--- config.mk ---
export PLATFORM = sky130hd
export DESIGN_NAME = packet_reader
export DESIGN_NICKNAME = d
export VERILOG_FILES = /design/src/pkt_buf_pkg.sv /design/src/packet_reader.sv
export SDC_FILE = /design/constraint.sdc
export NUM_CORES = 1
export LEC_CHECK = 0
export BUFFER_PORTS_ARGS = -buffer_cell sky130_fd_sc_hd__buf_2
export CORE_AREA = 2 2 210 212
export CTS_CLUSTER_DIAMETER = 30
export CTS_CLUSTER_SIZE = 24
export DETAILED_ROUTE_END_ITERATION = 10
export DIE_AREA = 0 0 212 214
export HOLD_SLACK_MARGIN = 0.05
export PLACE_DENSITY = 0.77
export SLEW_MARGIN = 40
export SYNTH_ARGS = -nofsm -noshare
export SYNTH_HDL_FRONTEND = slang
export SYNTH_SLANG_ARGS = --single-unit
--- constraint.sdc ---
create_clock -name clk -period 38.8 [get_ports clk]
set_clock_uncertainty 0.1 [all_clocks]
set_input_delay 5.82 -clock clk [delete_from_list [all_inputs] [get_ports clk]]
set_output_delay 5.82 -clock clk [all_outputs]
set_load 0.02 [all_outputs]
--- src/pkt_buf_pkg.sv ---
// block geometry and block/footer types shared by the packet buffer RTL
package pkt_buf_pkg;

    localparam int BLOCK_BYTES   = 64;                       // one memory word
    localparam int PAYLOAD_BYTES = 62;
    localparam int BLOCK_BITS    = 8 * BLOCK_BYTES;
    localparam int FOOTER_BITS   = 16;
    localparam int PAYLOAD_BITS  = BLOCK_BITS - FOOTER_BITS;  // 496
    localparam int MAX_ADDR_W    = 14;                       // widest link the footer holds

    // sits in the low 16 bits of every block
    typedef struct packed {
        logic [MAX_ADDR_W-1:0] next_idx;  // link to the following block of the chain
        logic                  eop;       // last block of a packet
        logic                  rsvd;
    } footer_t;

    typedef struct packed {
        logic [PAYLOAD_BITS-1:0] payload;  // first byte received is the top byte
        footer_t                 footer;
    } block_t;

endpackage

--- src/packet_reader.sv ---
// walks finished block chains from their start block, streams the bytes and frees each block
`timescale 1ns/100ps
module packet_reader
    import pkt_buf_pkg::*;
#(
    parameter int ADDR_W      = 5,
    parameter int QUEUE_DEPTH = 4
) (
    input  logic              clk,
    input  logic              rst_n,
    input  logic              start_valid_i,
    input  logic [ADDR_W-1:0] start_idx_i,
    output logic              rd_en_o,
    output logic [ADDR_W-1:0] rd_addr_o,
    input  block_t            rd_data_i,
    output logic              rel_valid_o,
    output logic [ADDR_W-1:0] rel_idx_o,
    output logic [7:0]        out_data_o,
    output logic              out_valid_o,
    output logic              out_first_o,
    output logic              out_last_o
);
    localparam int PTR_W  = (QUEUE_DEPTH > 1) ? $clog2(QUEUE_DEPTH) : 1;
    localparam int CNT_W  = $clog2(QUEUE_DEPTH + 1);
    localparam int BYTE_W = $clog2(PAYLOAD_BYTES);
    localparam logic [BYTE_W-1:0] LAST_BYTE = BYTE_W'(PAYLOAD_BYTES - 1);

    typedef enum logic [1:0] {R_IDLE, R_FETCH, R_LOAD, R_STREAM} state_t;

    state_t                  state;
    logic [ADDR_W-1:0]       start_q [QUEUE_DEPTH];
    logic [PTR_W-1:0]        q_rd_ptr;
    logic [PTR_W-1:0]        q_wr_ptr;
    logic [CNT_W-1:0]        q_cnt;
    logic                    q_push;
    logic                    q_pop;
    logic [ADDR_W-1:0]       blk_idx;   // block now on the output
    logic [ADDR_W-1:0]       link_idx;  // from its footer
    logic [PAYLOAD_BITS-1:0] shift_q;
    logic [BYTE_W-1:0]       byte_cnt;
    logic                    blk_eop;
    logic                    pkt_first;
    logic                    blk_done;

    assign q_push   = start_valid_i && (q_cnt != CNT_W'(QUEUE_DEPTH));
    assign q_pop    = (state == R_IDLE) && (q_cnt != '0);
    assign blk_done = (state == R_STREAM) && (byte_cnt == LAST_BYTE);

    // a new chain reads straight from the queue head
    assign rd_en_o   = q_pop || (state == R_FETCH);
    assign rd_addr_o = (state == R_IDLE) ? start_q[q_rd_ptr] : blk_idx;

    assign out_valid_o = (state == R_STREAM);
    assign out_data_o  = shift_q[PAYLOAD_BITS-1 -: 8];  // msb byte first
    assign out_last_o  = blk_done && blk_eop;

    always_ff @(posedge clk or negedge rst_n) begin
        if (!rst_n) begin
            state       <= R_IDLE;
            q_rd_ptr    <= '0;
            q_wr_ptr    <= '0;
            q_cnt       <= '0;
            byte_cnt    <= '0;
            blk_eop     <= 1'b0;
            pkt_first   <= 1'b0;
            out_first_o <= 1'b0;
            rel_valid_o <= 1'b0;
        end else begin
            rel_valid_o <= blk_done;  // free the block once its last byte is out
            if (q_push) begin
                q_wr_ptr <= (q_wr_ptr == PTR_W'(QUEUE_DEPTH - 1)) ? '0 : q_wr_ptr + 1'b1;
            end
            if (q_pop) begin
                q_rd_ptr <= (q_rd_ptr == PTR_W'(QUEUE_DEPTH - 1)) ? '0 : q_rd_ptr + 1'b1;
            end
            case ({q_push, q_pop})
                2'b10:   q_cnt <= q_cnt + 1'b1;
                2'b01:   q_cnt <= q_cnt - 1'b1;
                default: q_cnt <= q_cnt;
            endcase
            case (state)
                R_IDLE: begin
                    if (q_pop) begin
                        state     <= R_LOAD;
                        pkt_first <= 1'b1;
                    end
                end
                R_FETCH: state <= R_LOAD;
                R_LOAD: begin
                    state       <= R_STREAM;
                    byte_cnt    <= '0;
                    blk_eop     <= rd_data_i.footer.eop;
                    out_first_o <= pkt_first;  // only the head block of a chain
                    pkt_first   <= 1'b0;
                end
                default: begin
                    out_first_o <= 1'b0;
                    byte_cnt    <= byte_cnt + 1'b1;
                    if (blk_done) begin
                        state <= blk_eop ? R_IDLE : R_FETCH;  // follow the link
                    end
                end
            endcase
        end
    end

    always_ff @(posedge clk) begin
        if (q_push) begin
            start_q[q_wr_ptr] <= start_idx_i;
        end
        if (q_pop) begin
            blk_idx <= start_q[q_rd_ptr];
        end
        if (state == R_LOAD) begin
            shift_q  <= rd_data_i.payload;
            link_idx <= rd_data_i.footer.next_idx[ADDR_W-1:0];
        end else if (state == R_STREAM) begin
            shift_q <= shift_q << 8;
        end
        if (blk_done) begin
            rel_idx_o <= blk_idx;
            blk_idx   <= link_idx;
        end
    end

endmodule

; After elaboration in Yosys (flattened, before gate mapping)
; Memories as Yosys holds them, arrays and structs flattened.
; Cells that the tools add are included.
[classes]
add_sub_neg = 5
eq_ne = 10
muxes = 18
reduce_logical = 15
[op_table]
columns = op, count
row1 = $mux 496, 2
row2 = $mux 5, 3
row3 = $pmux 6 s2, 1
row4 = $eq 2x2->1 const B, 5
row5 = $mux 2, 4
row6 = $reduce_bool 2->1, 4
row7 = $add 6x1->6 const B, 1
row8 = $eq 6x6->1 const B, 1
row9 = $pmux 2 s3, 1
row10 = $pmux 3 s2, 1
row11 = $add 2x1->2 const B, 2
row12 = $eq 2x1->1 const B, 2
row13 = $logic_and 1x1->1, 4
row14 = $mux 1, 4
row15 = $pmux 1 s2, 2
row16 = $reduce_and 2->1, 2
row17 = $reduce_bool 4->1, 1
row18 = $add 3x1->3 const B, 1
row19 = $ne 3x3->1 const B, 1
row20 = $reduce_bool 3->1, 1
row21 = $sub 3x1->3 const B, 1
row22 = $logic_not 2->1, 1
row23 = $ne 2x2->1 const B, 1
row24 = $reduce_or 2->1, 1
row25 = $logic_or 1x1->1, 1
[word_totals]
regBits = 530
mem_bits_rw = 20
input_bits = 520
elab_cells = 62
mem_count = 1
[memory_table]
columns = name, depth, width, read_ports, rd_clocked_by_memory_dff, wr, line_no
row1 = start_q, 4, 5, 1, 0, 1, packet_reader.sv:31  ; logic [ADDR_W-1:0] start_q [QUEUE_DEPTH];

; Longest topological paths before layout
[logic_depth]
word_depth = 4
mapped_depth = 9
depth_no_buf = 9

; Least setup slack after synthesis
; OpenSTA, ideal clock, no wires.
[synth_path]
path_kind = flip-flop to flip-flop
from = register state[1]
to = register shift_q[0] (enable)
setup_time_ps = 1045
t_arrival_ps = 13741
required_time_ps = 37655
setup_slack_ps = 23914
stages_incl_launch_ff = 2
cell_sequence = dfrtp_1 clkbuf_1
[synth_between]
elab_chain_cells = 2
elab_cells_between_ends = 3
cone_classes = eq/ne (2) / reduce/logical (1)
[synth_lines]
columns = element, line_no
row1 = "start, declared", packet_reader.sv:30  ; state_t state;
row2 = "start signal, assigned", packet_reader.sv:100  ; state <= blk_eop ? R_IDLE : R_FETCH;
row3 = "$eq 2x2->1, on equally long branches", "packet_reader.sv:117, packet_reader.sv:114"
row4 = $reduce_bool 2->1 (no line) (*), n/a
row5 = "end signal, assigned", packet_reader.sv:115  ; shift_q <= rd_data_i.payload;
row6 = "end signal, assigned", packet_reader.sv:118  ; shift_q <= shift_q << 8;
row7 = "end, declared", packet_reader.sv:39  ; logic [PAYLOAD_BITS-1:0] shift_q;
; Mark *: on every way between the ends. The rest lies on a longest branch, timed or not.
; A chain may end at the register's enable or synchronous reset.

; Final worst setup path
[layout_path]
from = register state[1]
to = output port rd_addr_o[3]
[layout_between]
elab_chain_cells = 2
[layout_lines]
columns = element, line_no
row1 = $logic_not 2->1, packet_reader.sv:51  ; assign rd_addr_o = (state == R_IDLE) ? start_q[q_rd_ptr] : blk_idx;
row2 = $mux 5, packet_reader.sv:51
row3 = "end, declared", packet_reader.sv:14  ; output logic [ADDR_W-1:0] rd_addr_o,
; Every way passes these cells.

==> flow_summary.ini <==
[cts]
cts_max_level = 3
cts_setup_buffers = 0
cts_tree = yes
numCtsBuffers = 115
post_cts_resized = 0
root_buffer = clkbuf_16
hold_buffers = 0
clk_pin_slew_ns = 0.05
cts_sinks = 550
cts_buffer_depth = 3
clock_latency_ns = 0.63

[power]
power_frac_comb_pct = 12.5
power_switching_uw = 507.7
powerDensity_nw_per_um2 = 76.59
p_sw_share_pct = 21.76
ir_worst_vdd_uv = 52.30
p_seq_share_pct = 44.0
power_leakage_uw = 0.01333
cell_internal_pwr_uw = 1825
p_clk_share_pct = 43.5

[finish]
area_delta_synth_final_pct = 30.40
drive_gt1_share_pct = 44.64
fin_area_sq_um = 30460
final_cells = 2515
fin_nets = 2323

[worst_setup_path]
crit_required_ns = 32.88
cp_data_arrival_time_ns = 2.36
critPathKind = reg -> out
end_kind = output port
worstPathMaxFanout = 18
worstSetupStartpointType = flop

[global_routing]
grt.overflow.total = 0
antenna_found_initial = 43
grt_pass1_wl_microns = 78230
grt_pass1_vias = 13864
grt_max_degree = 103
grt_util_all_layers_pct = 23.10

[logic_synthesis]
synth_edf_count = 531
synth_warnings = 0
syn-cell-area_sq_um = 23360
ys.flop_type = edfxtp_1
syn-num-nets = 1729
ys_ff_latch = 550
ys_seq_area_share_pct = 70.30
netlist_instances = 1200
synth.distinct_cells = 38
synth_area_per_cell_sq_um = 19.46
synthArstFlopShare_pct = 3.455

[place]
portBuffers = 532
place_ws_ns = 30.90
placed_area_sq_um = 26280
hpwl_microns = 34950
dp.cells = 2261
place.gp.congestion = 0.8175

[die]
die_y_microns = 214
rows = 76
io_pins = 543
dieArea_sq_um = 45370
initial_core_util_pct = 54.46
core_area_sq_um = 42890
dieWidth_microns = 212

[drt]
post_drt_wl_per_cell_microns = 21.12
postRouteAntennaNets = 0
viasPerCell = 5.144
drt-pass1-iter-count = 4
drc = 0
vias = 12936
wirelength_microns = 53130
drt-initial-drc-count = 874

[sta]
finalHoldViolations = 0
drv_slew = 0
tightestPinTransition_ns = 0.7925
timing.final.ws_setup_ns = 30.52
max_freq_ghz = 0.1207
fin_crit_sh_pct = 21.35
setup_violations = 0
maxSlewHeadroom_pct = 47.17
grt_setup_unrepaired = no
finalCriticalPeriod_ns = 8.282
fin_setup_tns_ns = 0

[flow_run]
max_cap_violations = 0

[outcome]
status = finished, final reports clean

[min_path]
hold_class = reg -> reg
state kept, by name, summed over array words and instances (netlist names):
signal,flops
q_wr_ptr,2
q_cnt,3
pkt_first,1
rel_valid_o,1
byte_cnt,6
shift_q,496
blk_eop,1
blk_idx,5
rel_idx_o,5
q_rd_ptr,2
state,2
start_q,20
link_idx,5
out_first_o,1
layout make-up:
class	instances	area, sq um
clock inverter	85	1040
timing repair buffer	545	2859
fill	2707	12430
tap	585	732.0
multi-input combinational	569	6240
antenna	37	92.59
sequential	550	16420
clock buffer	131	3023
inverter	13	48.80
metrics by stage:
step | utilization, % | hold WS [ns] | total power [uW]
floorplan | - | 0.3222 | 1235
global placement | 61.10 | 0.3294 | 1295
detailed placement | 61.28 | 0.3362 | 1321
CTS | 70.76 | 0.3628 | 2355
global route | 70.97 | 0.3789 | 2430
finish | 71.02 | 0.3621 | 2333
layer usage:
layer  part of all wire, %  track usage (%)
met1                    37            25.78
met2                    50            38.42
met3                   9.3            8.488
met4                   3.5            12.42
met5                  0.19                0
worst max-delay path, cell delays in order, from the launching register on:
cell     delay (ns)
dfrtp_4        0.60
nor2_1         0.54
mux2_2         0.42
buf_2          0.17
power groups by stage:
stage,clock [uW],sequential [uW],combinational [uW]
floorplan,0,1010,226
global placement,0,1020,273
detailed placement,0,1030,287
CTS,1030,1030,296
global route,1060,1050,324
finish,1020,1030,291
cells in the mapped netlist (all sizes together) (4+ instances only):
library cell | n | area share (%)
nor2 | 7 | 0.14
nand2 | 4 | 0.064
mux4 | 5 | 0.48
ha | 8 | 0.43
buf | 65 | 2.7
and2 | 4 | 0.11
and3 | 8 | 0.21
edfxtp | 531 | 68
dfrtp | 19 | 2.0
inv | 13 | 0.21
mux2 | 503 | 24
kinds of logic (layout without fill, tap and decap cells):
kind of cell / count (synthesis) / count (layout) / synth area share [%]
AOI/OAI and AO/OA: 13 / 13 / 0.3804
xor gates and xnor gates: 4 / 4 / 0.1500
and+or+nand+nor: 32 / 32 / 0.7875
buffers and inverters: 81 / 774 / 3.005
muxes: 511 / 511 / 24.86
adders and majority gates: 9 / 9 / 0.5143
DFF: 550 / 550 / 70.30
other: 0 / 37 / 0
layout by cell type, fill, tap and decap left out, types with 3 or more instances in the layout:
| master | Yosys | final |
|---|---|---|
| and2_1 | 4 | 4 |
| and3_1 | 8 | 8 |
| buf_12 | 0 | 3 |
| buf_2 | 6 | 532 |
| buf_4 | 14 | 3 |
| buf_6 | 45 | 4 |
| bufinv_16 | 0 | 22 |
| clkbuf_1 | 3 | 12 |
| clkbuf_16 | 0 | 119 |
| clkinv_1 | 0 | 12 |
| clkinv_2 | 0 | 26 |
| clkinv_4 | 0 | 11 |
| clkinvlp_4 | 0 | 12 |
| dfrtp_1 | 19 | 18 |
| diode_2 | 0 | 37 |
| edfxtp_1 | 531 | 531 |
| ha_1 | 8 | 8 |
| inv_1 | 12 | 12 |
| mux2_1 | 405 | 405 |
| mux2_2 | 98 | 98 |
| mux2i_1 | 3 | 3 |
| mux4_2 | 5 | 5 |
| nand2_1 | 4 | 4 |
| nor2_1 | 6 | 6 |
| xor2_1 | 3 | 3 |
worst paths after layout:
check	start	end	slack [ns]	cells past startpoint
max	state[1]$_DFFE_PN0P_	rd_addr_o[3]	30.52	3
min	blk_idx[1]$_DFFE_PP_	rel_idx_o[1]$_DFFE_PP_	0.36	0
max reg2reg	state[1]$_DFFE_PN0P_	shift_q[436]$_DFFE_PP_	34.66	6
min reg2reg	blk_idx[1]$_DFFE_PP_	rel_idx_o[1]$_DFFE_PP_	0.36	0
max in group asynchronous	rst_n	state[1]$_DFFE_PN0P_	33.22	1
min in group asynchronous	rst_n	rel_valid_o$_DFF_PN0_	5.03	1
Power figures use the tool's default switching activity.
