File: src/pkt_buf_pkg.sv
// block geometry and block/footer types shared by the packet buffer RTL
package pkt_buf_pkg;

    localparam int BLOCK_BYTES   = 64;                       // one memory word
    localparam int PAYLOAD_BYTES = 62;
    localparam int BLOCK_BITS    = 8 * BLOCK_BYTES;
    localparam int FOOTER_BITS   = 16;
    localparam int PAYLOAD_BITS  = BLOCK_BITS - FOOTER_BITS;  // 496
    localparam int MAX_ADDR_W    = 14;                       // widest link the footer holds

    // sits in the low 16 bits of every block
    typedef struct packed {
        logic [MAX_ADDR_W-1:0] next_idx;  // link to the following block of the chain
        logic                  eop;       // last block of a packet
        logic                  rsvd;
    } footer_t;

    typedef struct packed {
        logic [PAYLOAD_BITS-1:0] payload;  // first byte received is the top byte
        footer_t                 footer;
    } block_t;

endpackage

File: src/memory_write_ctrl.sv
// packs the input byte stream into linked 64-byte blocks and announces each finished packet
`timescale 1ns/100ps
module memory_write_ctrl
    import pkt_buf_pkg::*;
#(
    parameter int ADDR_W = 5
) (
    input  logic              clk,
    input  logic              rst_n,

    input  logic [7:0]        data_i,
    input  logic              data_valid_i,
    input  logic              data_begin_i,
    input  logic              data_end_i,   // held on the last byte of a packet
    output logic              data_ready_o,

    output logic              fl_alloc_req_o,
    input  logic              fl_alloc_gnt_i,
    input  logic [ADDR_W-1:0] fl_alloc_block_idx_i,

    input  logic              mem_ready_i,
    output logic              mem_we_o,
    output logic [ADDR_W-1:0] mem_addr_o,
    output block_t            mem_wdata_o,

    output logic [ADDR_W-1:0] start_addr_o,
    output logic              pkt_done_o
);
    localparam int BEAT_W = $clog2(PAYLOAD_BYTES);
    localparam logic [BEAT_W-1:0] LAST_BEAT = BEAT_W'(PAYLOAD_BYTES - 1);

    typedef enum logic [1:0] {S_IDLE, S_PAYLOAD, S_WAIT, S_FOOTER} state_t;

    state_t state;
    state_t state_n;

    logic [PAYLOAD_BITS-1:0] payload_q;
    logic [BEAT_W-1:0]       beat_cnt;
    logic [ADDR_W-1:0]       cur_idx;     // block being filled
    logic [ADDR_W-1:0]       nxt_idx;     // spare, becomes the link
    logic [ADDR_W-1:0]       pkt_start;
    logic                    cur_valid;
    logic                    nxt_valid;
    logic                    eop_q;       // latched on the last payload beat
    footer_t                 footer;

    logic in_fire;
    logic start_beat;
    logic last_beat;
    logic footer_fire;
    logic first_beat;
    logic alloc_take;

    always_comb begin
        case (state)
            S_IDLE:    data_ready_o = cur_valid || fl_alloc_gnt_i;
            S_PAYLOAD: data_ready_o = 1'b1;
            S_WAIT:    data_ready_o = 1'b0;
            default:   data_ready_o = mem_ready_i;  // footer refused, hold the stream
        endcase
    end

    assign in_fire     = data_valid_i && data_ready_o;
    assign start_beat  = (state == S_IDLE) && in_fire && data_begin_i;
    assign last_beat   = (state == S_PAYLOAD) && in_fire && (beat_cnt == LAST_BEAT);
    assign footer_fire = (state == S_FOOTER) && mem_ready_i;
    // byte taken with the footer opens the next block or, after eop, the next packet
    assign first_beat  = footer_fire && in_fire && (!eop_q || data_begin_i);

    assign fl_alloc_req_o = (state == S_IDLE) ? (start_beat && !cur_valid)
                                              : !(cur_valid && nxt_valid);
    assign alloc_take     = fl_alloc_req_o && fl_alloc_gnt_i;

    // pulse on the cycle the eop block actually lands in memory
    assign pkt_done_o = mem_we_o && mem_ready_i && mem_wdata_o.footer.eop;

    always_comb begin
        footer          = '0;
        footer.next_idx = MAX_ADDR_W'(nxt_idx);
        footer.eop      = eop_q;
    end

    always_comb begin
        state_n = state;
        case (state)
            S_IDLE: begin
                if (start_beat) begin
                    state_n = S_PAYLOAD;
                end
            end
            S_PAYLOAD: begin
                if (last_beat) begin
                    state_n = (cur_valid && nxt_valid) ? S_FOOTER : S_WAIT;
                end
            end
            S_WAIT: begin
                if (cur_valid && nxt_valid) begin
                    state_n = S_FOOTER;
                end
            end
            default: begin
                if (footer_fire) begin
                    state_n = (eop_q && !first_beat) ? S_IDLE : S_PAYLOAD;
                end
            end
        endcase
    end

    always_ff @(posedge clk or negedge rst_n) begin
        if (!rst_n) begin
            state     <= S_IDLE;
            beat_cnt  <= '0;
            cur_valid <= 1'b0;
            nxt_valid <= 1'b0;
            eop_q     <= 1'b0;
            mem_we_o  <= 1'b0;
        end else begin
            state    <= state_n;
            mem_we_o <= footer_fire || (mem_we_o && !mem_ready_i);  // retry a refused write
            if (alloc_take) begin
                if (!cur_valid) begin
                    cur_valid <= 1'b1;
                end else begin
                    nxt_valid <= 1'b1;
                end
            end
            if (footer_fire) begin
                nxt_valid <= 1'b0;  // spare moves to cur, also across packets
            end
            if (last_beat) begin
                eop_q <= data_end_i;
            end
            if (footer_fire) begin
                beat_cnt <= first_beat ? BEAT_W'(1) : '0;
            end else if (start_beat) begin
                beat_cnt <= BEAT_W'(1);
            end else if ((state == S_PAYLOAD) && in_fire) begin
                beat_cnt <= last_beat ? '0 : beat_cnt + 1'b1;
            end
        end
    end

    always_ff @(posedge clk) begin
        if (alloc_take) begin
            if (!cur_valid) begin
                cur_idx <= fl_alloc_block_idx_i;
            end else begin
                nxt_idx <= fl_alloc_block_idx_i;
            end
        end
        if (start_beat) begin
            pkt_start <= cur_valid ? cur_idx : fl_alloc_block_idx_i;
        end else if (footer_fire && eop_q && first_beat) begin
            pkt_start <= nxt_idx;
        end
        if (footer_fire) begin
            cur_idx      <= nxt_idx;
            mem_addr_o   <= cur_idx;
            mem_wdata_o  <= {payload_q, footer};
            start_addr_o <= pkt_start;
        end
        if ((state == S_PAYLOAD && in_fire) || start_beat || first_beat) begin
            payload_q <= {payload_q[PAYLOAD_BITS-9:0], data_i};
        end
    end

endmodule

File: config.mk
export PLATFORM = sky130hd
export DESIGN_NAME = memory_write_ctrl
export DESIGN_NICKNAME = d
export VERILOG_FILES = /design/src/pkt_buf_pkg.sv /design/src/memory_write_ctrl.sv
export SDC_FILE = /design/constraint.sdc
export NUM_CORES = 1
export LEC_CHECK = 0
export BUFFER_PORTS_ARGS = -buffer_cell sky130_fd_sc_hd__buf_2
export CORE_MARGIN = 3
export CORE_UTILIZATION = 62
export CTS_BUF_LIST = sky130_fd_sc_hd__clkbuf_4 sky130_fd_sc_hd__clkbuf_8
export CTS_CLUSTER_DIAMETER = 40
export DETAILED_ROUTE_END_ITERATION = 16
export PLACE_DENSITY = 0.87
export SLEW_MARGIN = 20
export SYNTH_ARGS = -nofsm -noshare
export SYNTH_HDL_FRONTEND = slang
export SYNTH_SLANG_ARGS = --single-unit
File: constraint.sdc
create_clock -name clk -period 38.8 [get_ports clk]
set_clock_uncertainty 0.1 [all_clocks]
set_input_delay 3.88 -clock clk [delete_from_list [all_inputs] [get_ports clk]]
set_output_delay 3.88 -clock clk [all_outputs]
set_load 0.02 [all_outputs]
Yosys cells after proc, flatten, opt, wreduce, memory -nomap -nowiden. Index checks and enable logic that the tools add are counted.

Register bits: 1035. Output and inout port bits: 526.

Add/subtract/negate cells: 1. Equal/unequal tests: 7. Muxes and demuxes: 22. Reductions and logical operators: 36.

Operators with widths (count): 2-to-1 mux 5 bit (5); 2-to-1 mux 6 bit (4); logical AND 1 bit (17); 2-to-1 mux 2 bit (4); 2-to-1 mux 1 bit (7); adder 6 x 1 -> 6 bit, second input constant (1); equality test 6 bit, second input constant (1); inequality test 2 bit, second input constant (3); one-hot mux 2 bit (3 select lines) (1); nonzero test 2 bit (3); logical NOT 1 bit (5); logical OR 1 bit (5); equality test 2 bit, second input constant (2); AND reduction 2 bit (2); AND reduction 4 bit (1); nonzero test 4 bit (1); one-hot mux 1 bit (3 select lines) (1); nonzero test 3 bit (1); equality test 2 x 1 -> 1 bit, second input constant (1); logical NOT 2 bit (1).

Logic depth before layout (Yosys ltp).
Depth in word-level cells: 10. Depth in mapped cells: 8. Gate-level depth less buffers: 7.

Least setup slack after synthesis. OpenSTA, ideal clock, no wires.

Path type: input -> register. Start point: input port mem_ready_i. End point: register payload_q[0], enable pin. Data arrival time: 26055 ps. Slack: 11761 ps. Stages: 4. Path through: nand2_1 > inv_1 > nand3_1 > nand2_1.

Elaborated cells on any way between the ends: 10. Classes of those cells: mux (1); reduce/logical (9).

RTL lines: start, declared (RTL line memory_write_ctrl.sv:21) `input logic mem_ready_i,`; logical AND 1 bit (RTL line memory_write_ctrl.sv:66) `assign footer_fire = (state == S_FOOTER) && mem_ready_i;`; via footer_fire (RTL line memory_write_ctrl.sv:50) `logic footer_fire;`; logical AND 1 bit (2 in a row) (RTL line memory_write_ctrl.sv:68) `assign first_beat = footer_fire && in_fire && (!eop_q || data_begin_i);`; logical OR 1 bit (RTL line memory_write_ctrl.sv:162) `if ((state == S_PAYLOAD && in_fire) || start_beat || first_beat) begin`; end signal, assigned (RTL line memory_write_ctrl.sv:163) `payload_q <= {payload_q[PAYLOAD_BITS-9:0], data_i};`; end, declared (RTL line memory_write_ctrl.sv:37) `logic [PAYLOAD_BITS-1:0] payload_q;`.

The timed path passes the listed nets, and every way through them passes these cells. A chain may end at the register's enable or synchronous reset.

Worst setup path after layout.
Start point: input port mem_ready_i. End point: output port fl_alloc_req_o.

Cells in the longest elaborated chain, start to end: 6.

RTL lines: one-hot mux 1 bit (3 select lines) (RTL line memory_write_ctrl.sv:55) `case (state)`; logical AND 1 bit (RTL line memory_write_ctrl.sv:63) `assign in_fire = data_valid_i && data_ready_o;`; logical AND 1 bit (2 in a row) (RTL line memory_write_ctrl.sv:64) `assign start_beat = (state == S_IDLE) && in_fire && data_begin_i;`; logical AND 1 bit (RTL line memory_write_ctrl.sv:70) `assign fl_alloc_req_o = (state == S_IDLE) ? (start_beat && !cur_valid)`; 2-to-1 mux 1 bit (RTL line memory_write_ctrl.sv:70); end, declared (RTL line memory_write_ctrl.sv:17) `output logic fl_alloc_req_o,`.

No other way between the ends.

==> summary.md <==
| Metric | Value |
|---|---|
| Worst-path maximum fanout | 13 |
| Postcts setup bufs | 0 |
| Antenna diode count | 0 |
| Synth Instances | around 1200 |
| Post-CTS Hold Fix Bufs | 0 |
| Prevailing post-synth register cell | edfxtp_1 |
| Fin nets | 1882 |
| #FFs+latches synth | 1035 |
| Status | finished, final reports clean |
| Drt first pass iters | 5 |
| Logic pwr share | 14.3% |
| DR DRC count | 0 |
| Number of distinct library cells after synthesis | 42 |
| Register-to-Register Path Depth | 8 |
| Post-synth EDFFs | 1023 |
| CP endpoint kind | primary output |
| Net Sw Power | 0.870 mW |
| Pwr/cell area | 79.3 nW/µm² |
| Layout cell share with drive strength beyond 1 | between 40 and 50% |
| Global-route wire length before repair | 91.7 mm |
| Worst Path Required | 34820 ps |
| CTS tree | done |
| Post-layout minimum cycle time | 9480 ps |
| Setup crit start kind | input pin |
| Max-cap violations | 0 |
| Worst Tran Pin Value | 1080 ps |
| Critical path class | input pin to primary output |
| Resize count post-CTS | 0 |
| Die ar. | 54100 µm² |
| CTS root buf | clkbuf_8 |
| Vias per cell | 5.40 |
| RSZ-0062 raised after global routing | no |
| Fin. Hold Viols | 0 |
| Die W | 233 µm |
| Die height | approximately 230 µm |
| Worst Hold Depth | 0 |
| Skew-Pair Late Insertion Delay | a little under 800 ps |
| CTS max path bufs | 3 |
| Worst min path class | flip-flop to flip-flop |
| Leakage power | 12.9 nW |
| Hold slack | between 300 and 400 ps |
| Antenna viol nets, final | 0 |
| All-Layer GR Usage | 23.6% |
| Ys Warns | 0 |
| Area Growth Syn to Fin | 20.6% |
| Initial antenna violation count | 0 |
| Final Instance Area | 38400 µm² |
| CTS H-tree lvls | 4 |
| Final period util | about 24% |
| Fmax achieved | 106 MHz |
| Post-synthesis sequential area ratio | 97.5% |
| Number of global-route vias before repair | 14393 |
| Initial DRC count | 1342 |
| Via count | around 14000 |
| Clk pin slew, worst setup/hold paths | 60 ps |
| Placed cell area | 35400 µm² |
| Setup_tns | 0 ps |
| VDD IR max | 0.0560 mV |
| Final RePlAce weighted congestion | 0.855 |
| Rel. slew slack | between 20% and 30% |
| Avg WL per Cell | between 20 and 25 µm |
| IO Port Bufs | about 540 |
| Avg Cell Area, Syn | between 20 and 30 µm² |
| Arr. time, crit path | 5500 ps |
| Final Slew Violations | 0 |
| Leading area contributor after synthesis | edfxtp_1 |
| Core Box Area | 50400 µm² |
| Wirelength, routed | 64.8 mm |
| P_int | 2.17 mW |
| Fraction of registers with async set/reset | 1.16% |
| # setup viols final | 0 |
| Placement row count | 82 |
| Synth top area cells | edfxtp_1 97%, dfrtp_1 0.94%, buf_4 0.26% |
| CTS Sinks | 1035 |
| I/O pins | around 550 |
| Switching Fraction | 28.6% |
| Total grt overflow | 0 |
| Total CTS buffers | 151 |
| Share of the synthesized area in the top cell type | 96.5% |
| DP HPWL | 39.7 mm |
| Largest net degree at the start of global routing | 167 |
| Clock power share | 27.7% |
| Starting Density | 63.2% |
| Area of the mapped netlist | 31800 µm² |
| Sequential power share | 58.0% |
[through the flow]
step / setup slack, ps / util (%) / power [mW] / instances
global placement: 29120 / 70.2 / 2.17 / 2373
global route: 29270 / 76.2 / 3.16 / 2647
floorplan: 11760 / - / 2.17 / 1171
finish: 29320 / 76.2 / 3.04 / 2647
detailed placement: 28990 / 70.2 / 2.21 / 2373
CTS: 28980 / 76.1 / 3.05 / 2645
[per-layer routing]
| metal | track usage (%) | vias up | wire [µm] |
|---|---|---|---|
| met4 | 8.47 | 0 | 1580 |
| met2 | 38.2 | 895 | 32900 |
| met3 | 9.43 | 108 | 7240 |
| met1 | 29.3 | 7206 | 23100 |
| met5 | 0 | - | 0 |
| li1 | - | 6084 | - |
[registers in the layout, indices dropped and copies added, names as in the netlist, named ones only]
| signal | cells |
|---|---|
| nxt_idx | 5 |
| nxt_valid | 1 |
| cur_idx | 5 |
| start_addr_o | 5 |
| payload_q | 496 |
| pkt_start | 5 |
| mem_addr_o | 5 |
| beat_cnt | 6 |
| mem_wdata_o | 502 |
| cur_valid | 1 |
| state | 2 |
| eop_q | 1 |
[final cells by class]
class	count	area (µm²)
Timing Repair Buffer	546	2810
Clock inverter	61	400
Tap cell	672	841
Fill cell	2379	12000
Clock buffer	211	2550
Sequential cell	1035	31000
Inverter	8	37.5
Multi-Input combinational cell	114	727
[cell usage after synthesis (2+ instances only)]
library cell,count
o22ai_1,2
mux2i_1,5
nor2_1,19
edfxtp_1,1023
mux2_1,3
nand3_1,6
nand2_1,13
xnor2_1,2
a21oi_1,15
a21o_1,2
ha_1,6
nor2b_1,3
nand2b_1,4
dfrtp_1,12
buf_4,11
o21ai_0,3
inv_1,8
[power groups by stage]
stage                     registers, mW  clock network, mW  logic [mW]
final                              1.76              0.844       0.435
after global routing               1.78              0.910       0.464
after CTS                          1.76              0.859       0.431
after detailed placement           1.78                  0       0.431
after global placement             1.75                  0       0.417
after floorplan                    2.02                  0       0.148
[logic make-up (layout without fill, tap and decap cells)]
| group | Yosys count | in the layout | share of synthesized area [%] |
|---|---|---|---|
| AO/OA/AOI/OAI | 32 | 32 | 0.704 |
| XOR/XNOR | 2 | 2 | 0.0551 |
| adder cells (fa/ha/maj) | 6 | 6 | 0.236 |
| buffers and inverters | 22 | 826 | 0.393 |
| flip-flops | 1035 | 1035 | 97.5 |
| multiplexers | 8 | 8 | 0.263 |
| other | 1 | 10 | 0.0118 |
| AND/OR/NAND/NOR | 56 | 56 | 0.846 |
[worst paths after layout]
kind	startpoint	end	slack, ps
worst min register to register	pkt_start[4]	start_addr_o[4]	320
worst min-delay path	pkt_start[4]	start_addr_o[4]	320
max in group asynchronous	rst_n	beat_cnt[2]	35420
worst max register to register	state[0]	payload_q[325]	32880
min in group asynchronous	rst_n	beat_cnt[4]	2920
worst max-delay path	mem_ready_i	fl_alloc_req_o	29320
[worst max-delay path: stages]
cell and delay (ps):
buf_2 110, and2b_4 210, a2111oi_4 730, nor2b_1 140, o22ai_1 220, buf_2 210
[placed cells by master, fill, tap and decap left out, types with 2 or more instances in the layout]
cell type   count
buf_4           6
buf_12          2
clkbuf_4       57
dfrtp_1        12
inv_8           2
inv_1           7
inv_6           4
clkinvlp_4      6
clkinv_2       13
a21o_1          2
o21ai_0         3
nor2b_1         3
a21oi_1        15
bufinv_16       4
nand2b_1        4
edfxtp_1     1023
xnor2_1         2
nand3_1         6
conb_1         10
ha_1            6
buf_6           2
nor2_1         19
mux2i_1         5
clkinv_1       33
nand2_1        12
buf_2         535
mux2_1          3
clkbuf_8      154
o22ai_1         2
No activity file was read; power rests on OpenSTA's default activity.
