--- src/free_list.sv ---
// FIFO of free block indices, preloaded with every index after reset, feeds writer and reader
`timescale 1ns/100ps
module free_list #(
    parameter int ADDR_W = 5
) (
    input  logic              clk,
    input  logic              rst_n,
    input  logic              alloc_req_i,
    output logic              alloc_gnt_o,
    output logic [ADDR_W-1:0] alloc_idx_o,
    input  logic              rel_valid_i,
    input  logic [ADDR_W-1:0] rel_idx_i,
    output logic [ADDR_W:0]   free_count_o
);
    localparam int NUM_BLOCKS = 2 ** ADDR_W;

    logic [ADDR_W-1:0] idx_mem [NUM_BLOCKS];
    logic [ADDR_W-1:0] rd_ptr;
    logic [ADDR_W-1:0] wr_ptr;
    logic [ADDR_W:0]   count;
    logic [ADDR_W:0]   init_cnt;   // msb set once every index is loaded
    logic              init_done;
    logic              push;
    logic              pop;
    logic [ADDR_W-1:0] push_idx;

    assign init_done    = init_cnt[ADDR_W];
    // pointers meet when empty or full, count msb tells the two apart
    assign alloc_gnt_o  = init_done && ((rd_ptr != wr_ptr) || count[ADDR_W]);
    assign alloc_idx_o  = idx_mem[rd_ptr];
    assign free_count_o = count;

    assign pop      = alloc_req_i && alloc_gnt_o;
    // loader owns the write side until init is done
    assign push     = init_done ? rel_valid_i : 1'b1;
    assign push_idx = init_done ? rel_idx_i : init_cnt[ADDR_W-1:0];

    always_ff @(posedge clk) begin
        if (push) begin
            idx_mem[wr_ptr] <= push_idx;
        end
    end

    always_ff @(posedge clk or negedge rst_n) begin
        if (!rst_n) begin
            rd_ptr   <= '0;
            wr_ptr   <= '0;
            count    <= '0;
            init_cnt <= '0;
        end else begin
            if (!init_done) begin
                init_cnt <= init_cnt + 1'b1;
            end
            if (push) begin
                wr_ptr <= wr_ptr + 1'b1;  // wraps back to 0 after the load
            end
            if (pop) begin
                rd_ptr <= rd_ptr + 1'b1;
            end
            case ({push, pop})
                2'b10:   count <= count + 1'b1;
                2'b01:   count <= count - 1'b1;
                default: count <= count;  // both or neither
            endcase
        end
    end

endmodule

--- config.mk ---
export PLATFORM = sky130hd
export DESIGN_NAME = free_list
export DESIGN_NICKNAME = d
export VERILOG_FILES = /design/src/free_list.sv
export SDC_FILE = /design/constraint.sdc
export NUM_CORES = 1
export LEC_CHECK = 0
export BUFFER_PORTS_ARGS = -buffer_cell sky130_fd_sc_hd__buf_2
export CAP_MARGIN = 5
export CORE_ASPECT_RATIO = 0.5
export CORE_MARGIN = 4
export CORE_UTILIZATION = 30
export DETAILED_ROUTE_END_ITERATION = 8
export PLACE_DENSITY = 0.41
export SYNTH_ARGS = -nofsm -noshare
export SYNTH_HDL_FRONTEND = slang
export SYNTH_SLANG_ARGS = --single-unit
--- constraint.sdc ---
create_clock -name clk -period 3.65 [get_ports clk]
set_input_delay 0.73 -clock clk [delete_from_list [all_inputs] [get_ports clk]]
set_output_delay 0.73 -clock clk [all_outputs]
set_load 0.05 [all_outputs]
Word-level counts from Yosys, hierarchy flattened --
Memories as Yosys holds them, arrays and structs flattened. Index checks and enable logic that the tools add are counted.
Word-level totals: input port bits 9, word-level logic and storage cells 24, memories kept 1, bits in registers 22, memory bits (writable) 160
Memories:
- idx_mem | words 32, width 5, rd ports 1, clocked after Yosys merged registers in 0, write ports 1, RTL line 17 | logic [ADDR_W-1:0] idx_mem [NUM_BLOCKS];
Operators by class: mux-type cells 6, $add $sub $neg 5, equal/unequal tests 3, reductions and logical operators 4
Operators by type and width (number):
- $add 6x1->6 const B | 2
- $pmux 6 s2 | 1
- $add 5x1->5 const B | 2
- $mux 6 | 1
- $sub 6x1->6 const B | 1
- $mux 5 | 1
- $ne 5x5->1 | 1
- $mux 1 | 3
- $eq 2x1->1 const B | 1
- $eq 2x2->1 const B | 1
- $logic_and 1x1->1 | 2
- $reduce_bool 2->1 | 1
- $logic_or 1x1->1 | 1

Longest topological paths before layout --
Gate-level depths: netlist of the first run.
depth in word-level cells 6, mapped depth 11, depth with buffers taken out 9

Worst setup path before layout of the first run --
OpenSTA, ideal clock, no wires.
path type input-to-reg, start input port rel_valid_i, end register count[5], in the netlist free_count_o[5], setup slack 0.695 ns, data required time 3.506 ns, data arrival time 2.811 ns, buffers on the path 1, stages on the path 9, path through nand2b_1 clkbuf_1 inv_1 ha_1 ha_1 nor4bb_1 or3_1 or3b_1 xor2_1
Between the ends: cells in the longest elaborated chain, start to end 3, elaborated cells between the ends (all ways) 5, classes of those cells 2 x eq/ne; 2 x mux; 1 x reduce/logical
Ends and longest elaborated chain:
- start: declaration | RTL line 11 | input logic rel_valid_i,
- $mux 1 * | RTL line 35 | assign push = init_done ? rel_valid_i : 1'b1;
- $eq 2x1->1 or $eq 2x2->1 (tied branches) | RTL line 60 | case ({push, pop})
- $pmux 6 s2 or $reduce_bool 2->1 (tied branches)
- end signal: assignment | RTL line 61 | 2'b10: count <= count + 1'b1;
- end signal: assignment | RTL line 62 | 2'b01: count <= count - 1'b1;
- end signal: assignment | RTL line 63 | default: count <= count;
- end: declaration | RTL line 20 | logic [ADDR_W:0] count;
Every way passes the cells marked *; elsewhere a longest branch is shown, timed or not. A chain may end at the register's enable or synchronous reset.

Worst setup path after layout of the first run --
start register rd_ptr[0], end output port alloc_idx_o[0]
Between the ends: cells in the longest elaborated chain, start to end 1
Ends and longest elaborated chain:
- start: declaration | RTL line 18 | logic [ADDR_W-1:0] rd_ptr;
- start signal: assignment | RTL line 58 | rd_ptr <= rd_ptr + 1'b1;
- $mem_v2 32x5
- end: declaration | RTL line 10 | output logic [ADDR_W-1:0] alloc_idx_o,
Every way passes these cells.

==> results of run 1 <==
critical path: stages, from the launching register on:
cell,delay [ns]
dfrtp_4,0.65
buf_4,0.34
mux4_2,0.53
a22oi_1,0.44
a21oi_1,0.14
buf_2,0.23
placed cells by master, fill, tap and decap left out, types with 6 or more instances in the layout:
cell type | synthesis | routed
nand2_1 | 15 | 15
mux2i_1 | 20 | 20
edfxtp_1 | 160 | 160
a211oi_1 | 13 | 13
mux4_1 | 8 | 8
inv_1 | 6 | 6
nor2_1 | 29 | 29
xnor2_1 | 9 | 9
dfrtp_1 | 22 | 21
xor2_1 | 12 | 12
nand3_1 | 8 | 8
buf_4 | 4 | 16
ha_1 | 11 | 11
clkbuf_16 | 0 | 17
buf_2 | 1 | 20
mux4_2 | 22 | 22
mux2_2 | 7 | 7
a21oi_1 | 7 | 7
o21ai_0 | 6 | 6
metal layers:
metal / GRT usage (%) / vias up / part of all wire (%)
met5: 0 / - / 0
met4: 3.56 / 0 / 1.3
met3: 3.52 / 14 / 3.6
met2: 19.7 / 48 / 46
met1: 18.2 / 2030 / 49
li1: - / 1780 / -
cell type report:
type                       count  area [µm²]  share of cell area (%)
clock inverter                 9         128                    1.47
inverter                       6        22.5                   0.259
sequential                   182        5360                    61.6
tap                          344         430                    4.94
timing repair buffer          36         220                    2.53
multi-input combinational    221        2100                    24.1
clock buffer                  22         444                    5.10
metrics by stage:
| stage | instance area [µm²] | cells | setup WS (ns) | hold WS, ns | power [mW] |
|---|---|---|---|---|---|
| 2_1_floorplan | 7670 | 430 | 0.695 | 0.434 | 4.38 |
| 3_3_place_gp | 8130 | 789 | 0.439 | 0.475 | 4.93 |
| 3_5_place_dp | 8130 | 789 | 0.395 | 0.474 | 4.93 |
| 4_1_cts | 8710 | 820 | 0.132 | 0.289 | 6.76 |
| 5_1_grt | 8710 | 820 | 0.0211 | 0.316 | 7.02 |
| 6_report | 8710 | 820 | 0.153 | 0.285 | 6.67 |
sequential cells by signal, summed over array words and instances, names as in the netlist:
name and flops:
rd_ptr 5, free_count_o 6, init_cnt 6, idx_mem 160, wr_ptr 5
final timing paths:
check                                             start                     endpoint  cells after the start
worst max-delay path              rd_ptr[0]$_DFFE_PN0P_               alloc_idx_o[0]                      5
worst min-delay path                              rst_n  free_count_o[1]$_DFFE_PN0P_                      1
worst max register to register    wr_ptr[3]$_DFFE_PN0P_  free_count_o[5]$_DFFE_PN0P_                      9
worst min register to register  init_cnt[2]$_DFFE_PN0N_      init_cnt[2]$_DFFE_PN0N_                      1
max in group asynchronous                         rst_n        rd_ptr[0]$_DFFE_PN0P_                      1
min in group clk                init_cnt[2]$_DFFE_PN0N_      init_cnt[2]$_DFFE_PN0N_                      1
power by group through the flow:
stage               Clock [mW]  Sequential (mW)  Combinational, mW
detailed placement           0             2.70               2.23
finish                    1.83             2.65               2.19
global route              1.96             2.68               2.37
global placement             0             2.70               2.23
floorplan                    0             2.68               1.69
CTS                       1.87             2.66               2.23
kinds of logic after synthesis:
logic type	synth area share, %
compound gates	4.98
xor+xnor	2.40
fa+ha+maj	2.06
buf+inv	2.73
flops	69.9
mux	12.8
simple gates	5.14
==> results.md, run 1 <==
- Status: finished clean
- Mapped Area: 7670 µm²
- Clock network power share: 27.4%
- Sw Ratio: 35.1%
- Fill count: approximately 2400
- Root buf cell: clkbuf_16
- Die Ht: 121 µm
- DRC viols: 0
- Setup crit end kind: primary output
- Max H-tree Level: 4
- Post-synth EDFFs: 160
- Synth Register Bits: 182
- Fin util: 34.6%
- Antenna violations before repair: 0
- Final WL: 17200 µm
- Die Area: 28300 µm²
- Count leader, synth: edfxtp_1
- Logic pwr share: 32.8%
- Final setup TNS: 0 ns
- Gr ovfl total: 0
- Initial Util: 30.4%
- Int Power: 4.33 mW
- Routed via count: 3872
- Post_cts resized: 0
- RSZ-0062 raised after global routing: no
- Most area-hungry cell type in the Yosys netlist: edfxtp_1
- Final HPWL DP: 11000 µm
- NumNets Final: 485
- Post-synthesis sequential area ratio: 69.9%
- Post-synth top cells: 160 x edfxtp_1, 29 x nor2_1, 22 x dfrtp_1, 22 x mux4_2, 20 x mux2i_1
- Synth-to-Final Area Change: 13.6%
- Post-synthesis net count: 451
- Slew @ Worst Pin: around 1.1 ns
- Remaining antenna violation count after routing: 0
- WP data required: 2.92 ns
- Skew-Pair Late Insertion Delay: 0.43 ns
- Drt wl/cell: approximately 21 µm
- # diodes: 0
- Vias/cell: 4.72
- First-iteration detailed-routing DRC count: 292
- First-pass GRT wire length: roughly 26000 µm
- Max Slew Vio Count: 0
- Num ports: 21
- Max-cap violation count: 0
- Post-synth top area share: roughly 63%
- CTS Buf Count: 17
- Crit Path Max Fanout: 17
- Largest net degree at the start of global routing: 33
- Yosys warning count: 0
- CTS clock-pin slew for the worst setup and hold paths: 0.06 ns
- Hold-fix buffers, CTS: 0
- Fin. Hold Viols: 0
- Row count: 41
- Port bufs: 20
- DRT Pass-1 Iters: 4
- Final setup viols: 0
- Post-route clock period utilization: approximately 96%
- Die width: 234 µm
- Seq pwr share: 39.8%
- Synth area leaders: edfxtp_1 63%, dfrtp_1 7.2%, mux4_2 6.5%
- Worst vdd ir: 0.309 mV
- Vias in the first global route: 4092
- Syn Area/Cell: 17.8 µm²
- Synth async-reset ratio: 12.1%
- Psw: 2.34 mW
- Worst setup SP type: flop
- Min Tclk post-route: 3.50 ns
- Crit path kind: flop to primary output
- Cell Pwr Density: 766 nW/µm²
- Setup Fix Bufs, Post-CTS: 0
- Placer Congestion: around 0.70
- WP data arrival: between 2 and 3 ns
- Ys flop type: edfxtp_1
- Clock Skew: 0.00931 ns
- Core Region: 25200 µm²
- HP Class: primary input to async pin
- Clock tree buffer depth: 2
- R2R setup slack: 0.39 ns
- Fraction of layout cells with a size suffix above 1: 20.0%
- Cell variety after synth: 50
- CTS tree: yes
- Slew headroom: 26.1%
- CTS sink count: 182
- Maximum clock rate: 286 MHz
- P_leak: 2.96 nW
- Cells after synthesis: 430
- GRT Overall Usage: 12.9%
Note: power is estimated with default switching activity, not from simulation.
==> run 2: changes to the inputs <==
--- a/config.mk
+++ b/config.mk
@@ -5,11 +5,13 @@
 export SDC_FILE = /design/constraint.sdc
 export NUM_CORES = 1
 export LEC_CHECK = 0
+export ABC_AREA = 1
 export BUFFER_PORTS_ARGS = -buffer_cell sky130_fd_sc_hd__buf_2
 export CAP_MARGIN = 5
 export CORE_ASPECT_RATIO = 0.5
 export CORE_MARGIN = 4
 export CORE_UTILIZATION = 30
+export CTS_CLUSTER_SIZE = 12
 export DETAILED_ROUTE_END_ITERATION = 8
 export PLACE_DENSITY = 0.41
 export SYNTH_ARGS = -nofsm -noshare
==> results.md, run 2 <==
- Status: finished clean
- Clock Skew: roughly 0.009 ns
- Die Area: 29500 µm²
- Vias/cell: approximately 4.7
- Port bufs: 20
- Worst-case reg-to-reg path depth: 13
- Core Region: 25700 µm²
- Post-synth top cells: 274 x nand2_1, 160 x edfxtp_1, 111 x nand3_1, 58 x nor2_1, 26 x inv_1
- NumNets Final: 790
- Skew-Pair Late Insertion Delay: around 0.44 ns
- Post-synth top area share: 60.1%
- Worst vdd ir: 0.366 mV
- Hold-fix buffers, CTS: 0
- Row count: 41
- Slew @ Worst Pin: just under 0.8 ns
- Cell Pwr Density: 776 nW/µm²
- Post-route clock period utilization: 92.4%
- Setup Fix Bufs, Post-CTS: 0
- WP data arrival: 2.64 ns
- DP Area: 8420 µm²
- Final HPWL DP: 12600 µm
- Root buf cell: clkbuf_16
- RSZ-0062 raised after global routing: no
- Cells after synthesis: 757
- Die Ht: 123 µm
- Max Slew Vio Count: 0
- DRC viols: 0
- Setup crit end kind: primary output
- Clock tree buffer depth: 2
- Synth area leaders: edfxtp_1 60%, nand2_1 13%, nand3_1 6.9%
- Synth-to-Final Area Change: 12.0%
- Most area-hungry cell type in the Yosys netlist: edfxtp_1
- CTS clock-pin slew for the worst setup and hold paths: ~0.07 ns
- Antenna violations before repair: 1
- Routed via count: 5239
- First-pass GRT wire length: 32500 µm
- Ys flop type: edfxtp_1
- Die width: between 200 and 250 µm
- Initial Util: between 30 and 40%
- Commonest non-fill, non-tap cell in the layout: nand2_1
- Syn Area/Cell: about 11 µm²
- Fraction of layout cells with a size suffix above 1: 9.34%
- CTS sink count: 182
- WP data required: ~3 ns
- Drt wl/cell: about 19 µm
- Cell variety after synth: 26
- Num ports: 21
- Yosys warning count: 0
- # diodes: 0
- Design Area, Final: 8960 µm²
- Final setup TNS: 0 ns
- Worst setup SP type: flop
- Crit Path Max Fanout: between 80 and 90
- Max-cap violation count: 0
- CTS Buf Count: 17
- Placer Congestion: 0.795
- DRT Pass-1 Iters: 4
- Max reg flops: 160
- Crit path kind: flop to primary output
- Largest net degree at the start of global routing: 82
- Min Tclk post-route: 3.37 ns
- P_leak: 3.44 nW
- Most frequent cells in the layout: 273 x nand2_1, 160 x edfxtp_1, 111 x nand3_1
- First-iteration detailed-routing DRC count: ~380
- Fin. Hold Viols: 0
- Final setup viols: 0
- Synth Register Bits: 182
- Max H-tree Level: 4
- Remaining antenna violation count after routing: 0
- GRT Overall Usage: 14.9%
- CTS tree: yes
- Post-synthesis sequential area ratio: 66.9%
- Gr ovfl total: 0
- HP Class: primary input to async pin
- Post_cts resized: 0
- Slew headroom: approximately 47%
- Reg with most FFs: idx_mem
- Post-synth EDFFs: between 150 and 200
- Count leader, synth: nand2_1
- Post-synthesis net count: 778
- Vias in the first global route: 5212
- Mapped Area: 8000 µm²
- Maximum clock rate: around 300 MHz
- Final WL: 21000 µm
- Synth async-reset ratio: 12.1%
run 2: changes by cell type after synthesis, sizes merged, moves of 20 or more:
cell	previous run	this run
nand2	15	275
mux4	30	0
nand3	8	113
inv	6	30
nor2	29	60
mux2i	20	0
run 2: layer usage:
metal / vias to the layer above / wire, µm / GRT usage, %
met1: 2563 / 11000 / 21.9
met2: 81 / 9090 / 22.7
met4: 2 / 240 / 4.32
li1: 2577 / - / -
met5: - / 13 / 0
met3: 16 / 710 / 2.76
run 2: critical path, cell delays in order, from the launching register on:
cell	delay, ns
dfrtp_2	0.62
inv_2	0.15
buf_12	0.30
nand2_1	0.09
nand3_1	0.09
nand2_1	0.06
nor2_1	0.26
nor2_1	0.10
nand2_1	0.07
nand2_1	0.07
inv_1	0.05
buf_2	0.25
run 2: layout make-up:
cell class	instances	area [µm²]
Fill cell	2550	16700
Timing Repair Buffer	29	193
Clock inverter	14	110
Clock buffer	18	429
Multi-Input combinational cell	509	2330
Tap cell	344	430
Inverter	30	113
Sequential cell	182	5360
run 2: cell families (layout without fill, tap and decap cells):
group | after synthesis | in the layout | share of synthesized area [%]
buffers and inverters | 66 | 91 | 4.18
xor gates and xnor gates | 14 | 14 | 1.53
AOI/OAI and AO/OA | 24 | 24 | 1.53
DFF | 182 | 182 | 66.9
adders and majority gates | 12 | 12 | 1.97
and+or+nand+nor | 459 | 459 | 23.8
run 2: final timing paths:
| path | from | endpoint | slack [ns] |
|---|---|---|---|
| min | rst_n | wr_ptr[1]$_DFFE_PN0P_ | 0.27 |
| min reg2reg | init_cnt[2]$_DFFE_PN0N_ | init_cnt[2]$_DFFE_PN0N_ | 0.50 |
| max reg2reg | wr_ptr[4]$_DFFE_PN0P_ | free_count_o[3]$_DFFE_PN0P_ | 0.85 |
| max in group asynchronous | rst_n | rd_ptr[0]$_DFFE_PN0P_ | 2.98 |
| min in group clk | init_cnt[2]$_DFFE_PN0N_ | init_cnt[2]$_DFFE_PN0N_ | 0.50 |
| max | rd_ptr[0]$_DFFE_PN0P_ | alloc_idx_o[1] | 0.28 |
run 2: power by group:
part / internal [mW] / switching [mW]
registers: 2.46 / 0.175
logic: 0.672 / 1.90
clock network: 0.931 / 0.811
run 2: per-stage QoR:
stage                     std cells  util [%]  worst slack [ns]  total power [mW]  hold slack [ns]
after floorplan                 757         -              1.16              4.55            0.434
after global placement         1094      32.8             0.756              5.30            0.487
after detailed placement       1094      32.8             0.748              5.28            0.488
after CTS                      1126      34.9             0.279              7.03            0.280
after global routing           1126      34.9            0.0717              7.40            0.301
final                          1126      34.9             0.278              6.96            0.270
==> run 3: changes to the inputs <==
--- a/config.mk
+++ b/config.mk
@@ -8,12 +8,15 @@
 export ABC_AREA = 1
 export BUFFER_PORTS_ARGS = -buffer_cell sky130_fd_sc_hd__buf_2
 export CAP_MARGIN = 5
+export CELL_PAD_IN_SITES_DETAIL_PLACEMENT = 2
+export CELL_PAD_IN_SITES_GLOBAL_PLACEMENT = 2
 export CORE_ASPECT_RATIO = 0.5
 export CORE_MARGIN = 4
 export CORE_UTILIZATION = 30
 export CTS_CLUSTER_SIZE = 12
 export DETAILED_ROUTE_END_ITERATION = 8
-export PLACE_DENSITY = 0.41
+export PLACE_DENSITY = 0.57
+export REMOVE_ABC_BUFFERS = 1
 export SYNTH_ARGS = -nofsm -noshare
 export SYNTH_HDL_FRONTEND = slang
 export SYNTH_SLANG_ARGS = --single-unit
==> results.md, run 3 (same netlist as run 2, synthesis figures left out) <==
- Post-route clock period utilization: roughly 88%
- GRT Overall Usage: 16.9%
- Post_cts resized: 0
- Reg with most FFs: idx_mem
- Final WL: approximately 23000 µm
- Routed via count: around 5500
- Row count: 41
- Cell Pwr Density: 786 nW/µm²
- Crit Path Max Fanout: 16
- Multi-input combinational cell area: 2330 µm²
- CTS Buf Count: 17
- Vias in the first global route: 5868
- Die Ht: roughly 120 µm
- DP Area: 8430 µm²
- Die Area: 29500 µm²
- Max reg flops: between 150 and 200
- CTS clock-pin slew for the worst setup and hold paths: 0.07 ns
- Vias/cell: around 4.9
- Root buf cell: clkbuf_16
- Worst setup SP type: flop
- Slew @ Worst Pin: about 0.85 ns
- Final setup viols: 0
- Setup Fix Bufs, Post-CTS: 0
- HP Class: primary input to async pin
- P_leak: 3.45 nW
- Clock tree buffer depth: 2
- Layout Cells excl Fill: 1127
- Post-route total power: between 7 and 8 mW
- Min Tclk post-route: 3.20 ns
- Status: finished clean
- Maximum clock rate: 313 MHz
- Most frequent cells in the layout: 273 x nand2_1, 160 x edfxtp_1, 111 x nand3_1
- CTS sink count: 182
- Synth-to-Final Area Change: 12.0%
- Hold-fix buffers, CTS: 0
- Placer Congestion: between 0.7 and 0.8
- Skew-Pair Late Insertion Delay: between 0.4 and 0.5 ns
- Die width: 239 µm
- DRT Pass-1 Iters: 4
- First-iteration detailed-routing DRC count: 316
- Fill count: 2754
- CTS tree: yes
- DP Cell Count: 1095
- Max Slew Vio Count: 0
- Fraction of layout cells with a size suffix above 1: roughly 10%
- Crit path kind: flop to primary output
- Num ports: 21
- # diodes: 0
- Max-cap violation count: 0
- Final HPWL DP: roughly 15000 µm
- DRC viols: 0
- Core Region: ~26000 µm²
- Slew headroom: 43.4%
- First-pass GRT wire length: 36000 µm
- WP data required: 2.92 ns
- Remaining antenna violation count after routing: 0
- Drt wl/cell: 20.8 µm
- Max H-tree Level: 4
- Design Area, Final: 8960 µm²
- Commonest non-fill, non-tap cell in the layout: nand2_1
- NumNets Final: 791
- RSZ-0062 raised after global routing: no
- Clock Skew: 0.00772 ns
- Antenna violations before repair: 0
- Fin. Hold Viols: 0
- Gr ovfl total: 0
- Initial Util: 31.1%
- Sequential cell area: 5360 µm²
- WP data arrival: roughly 2.5 ns
- Port bufs: 20
- Largest net degree at the start of global routing: 86
- Setup crit end kind: primary output
- Worst vdd ir: 0.320 mV
[run 3: worst max-delay path: stages, from the launching register on]
cell and delay, ns:
dfrtp_1 0.35, buf_4 0.28, nand2_1 0.10, inv_1 0.38, nand2_1 0.10, nor2_1 0.29, nor2_1 0.09, nand2_1 0.07
nand2_1 0.05, inv_1 0.05, buf_2 0.25
[run 3: layout make-up]
class / instances / share of cell area, %
Clock buffer: 17 / 4.75
Inverter: 30 / 1.26
Timing Repair Buffer: 30 / 2.23
Multi-Input combinational cell: 509 / 26.0
Clock inverter: 15 / 1.19
Tap cell: 344 / 4.80
Sequential cell: 182 / 59.8
[run 3: final timing paths]
path,start,end,slack [ns],cells after the start
worst max-delay path,rd_ptr[2]$_DFFE_PN0P_,alloc_idx_o[3],0.45,10
worst min-delay path,rst_n,free_count_o[2]$_DFFE_PN0P_,0.27,1
worst max register to register,rd_ptr[0]$_DFFE_PN0P_,free_count_o[4]$_DFFE_PN0P_,0.81,13
worst min register to register,init_cnt[2]$_DFFE_PN0N_,init_cnt[2]$_DFFE_PN0N_,0.50,2
max in group asynchronous,rst_n,rd_ptr[0]$_DFFE_PN0P_,2.96,1
min in group clk,init_cnt[2]$_DFFE_PN0N_,init_cnt[2]$_DFFE_PN0N_,0.50,2
[run 3: report_power, final]
group          switching [mW]  internal [mW]
clock network           0.847          0.873
logic                    2.03          0.675
registers               0.145           2.47
[run 3: routing by layer]
layer / vias to the layer above / routed length [µm] / GRT usage [%]
li1: 2585 / - / -
met3: 27 / 1210 / 2.96
met1: 2818 / 11500 / 24.4
met5: - / 0 / 0
met2: 80 / 10300 / 25.5
met4: 0 / 389 / 6.48
[run 3: metrics by stage]
stage               util, %  setup WS (ns)  TNS (ns)  hold slack, ns
detailed placement     32.8          0.709         0           0.491
floorplan                 -         -0.256     -1.28           0.434
finish                 34.9          0.451         0           0.273
CTS                    34.9          0.380         0           0.261
global route           34.9          0.178         0           0.305
global placement       32.8          0.845         0           0.484
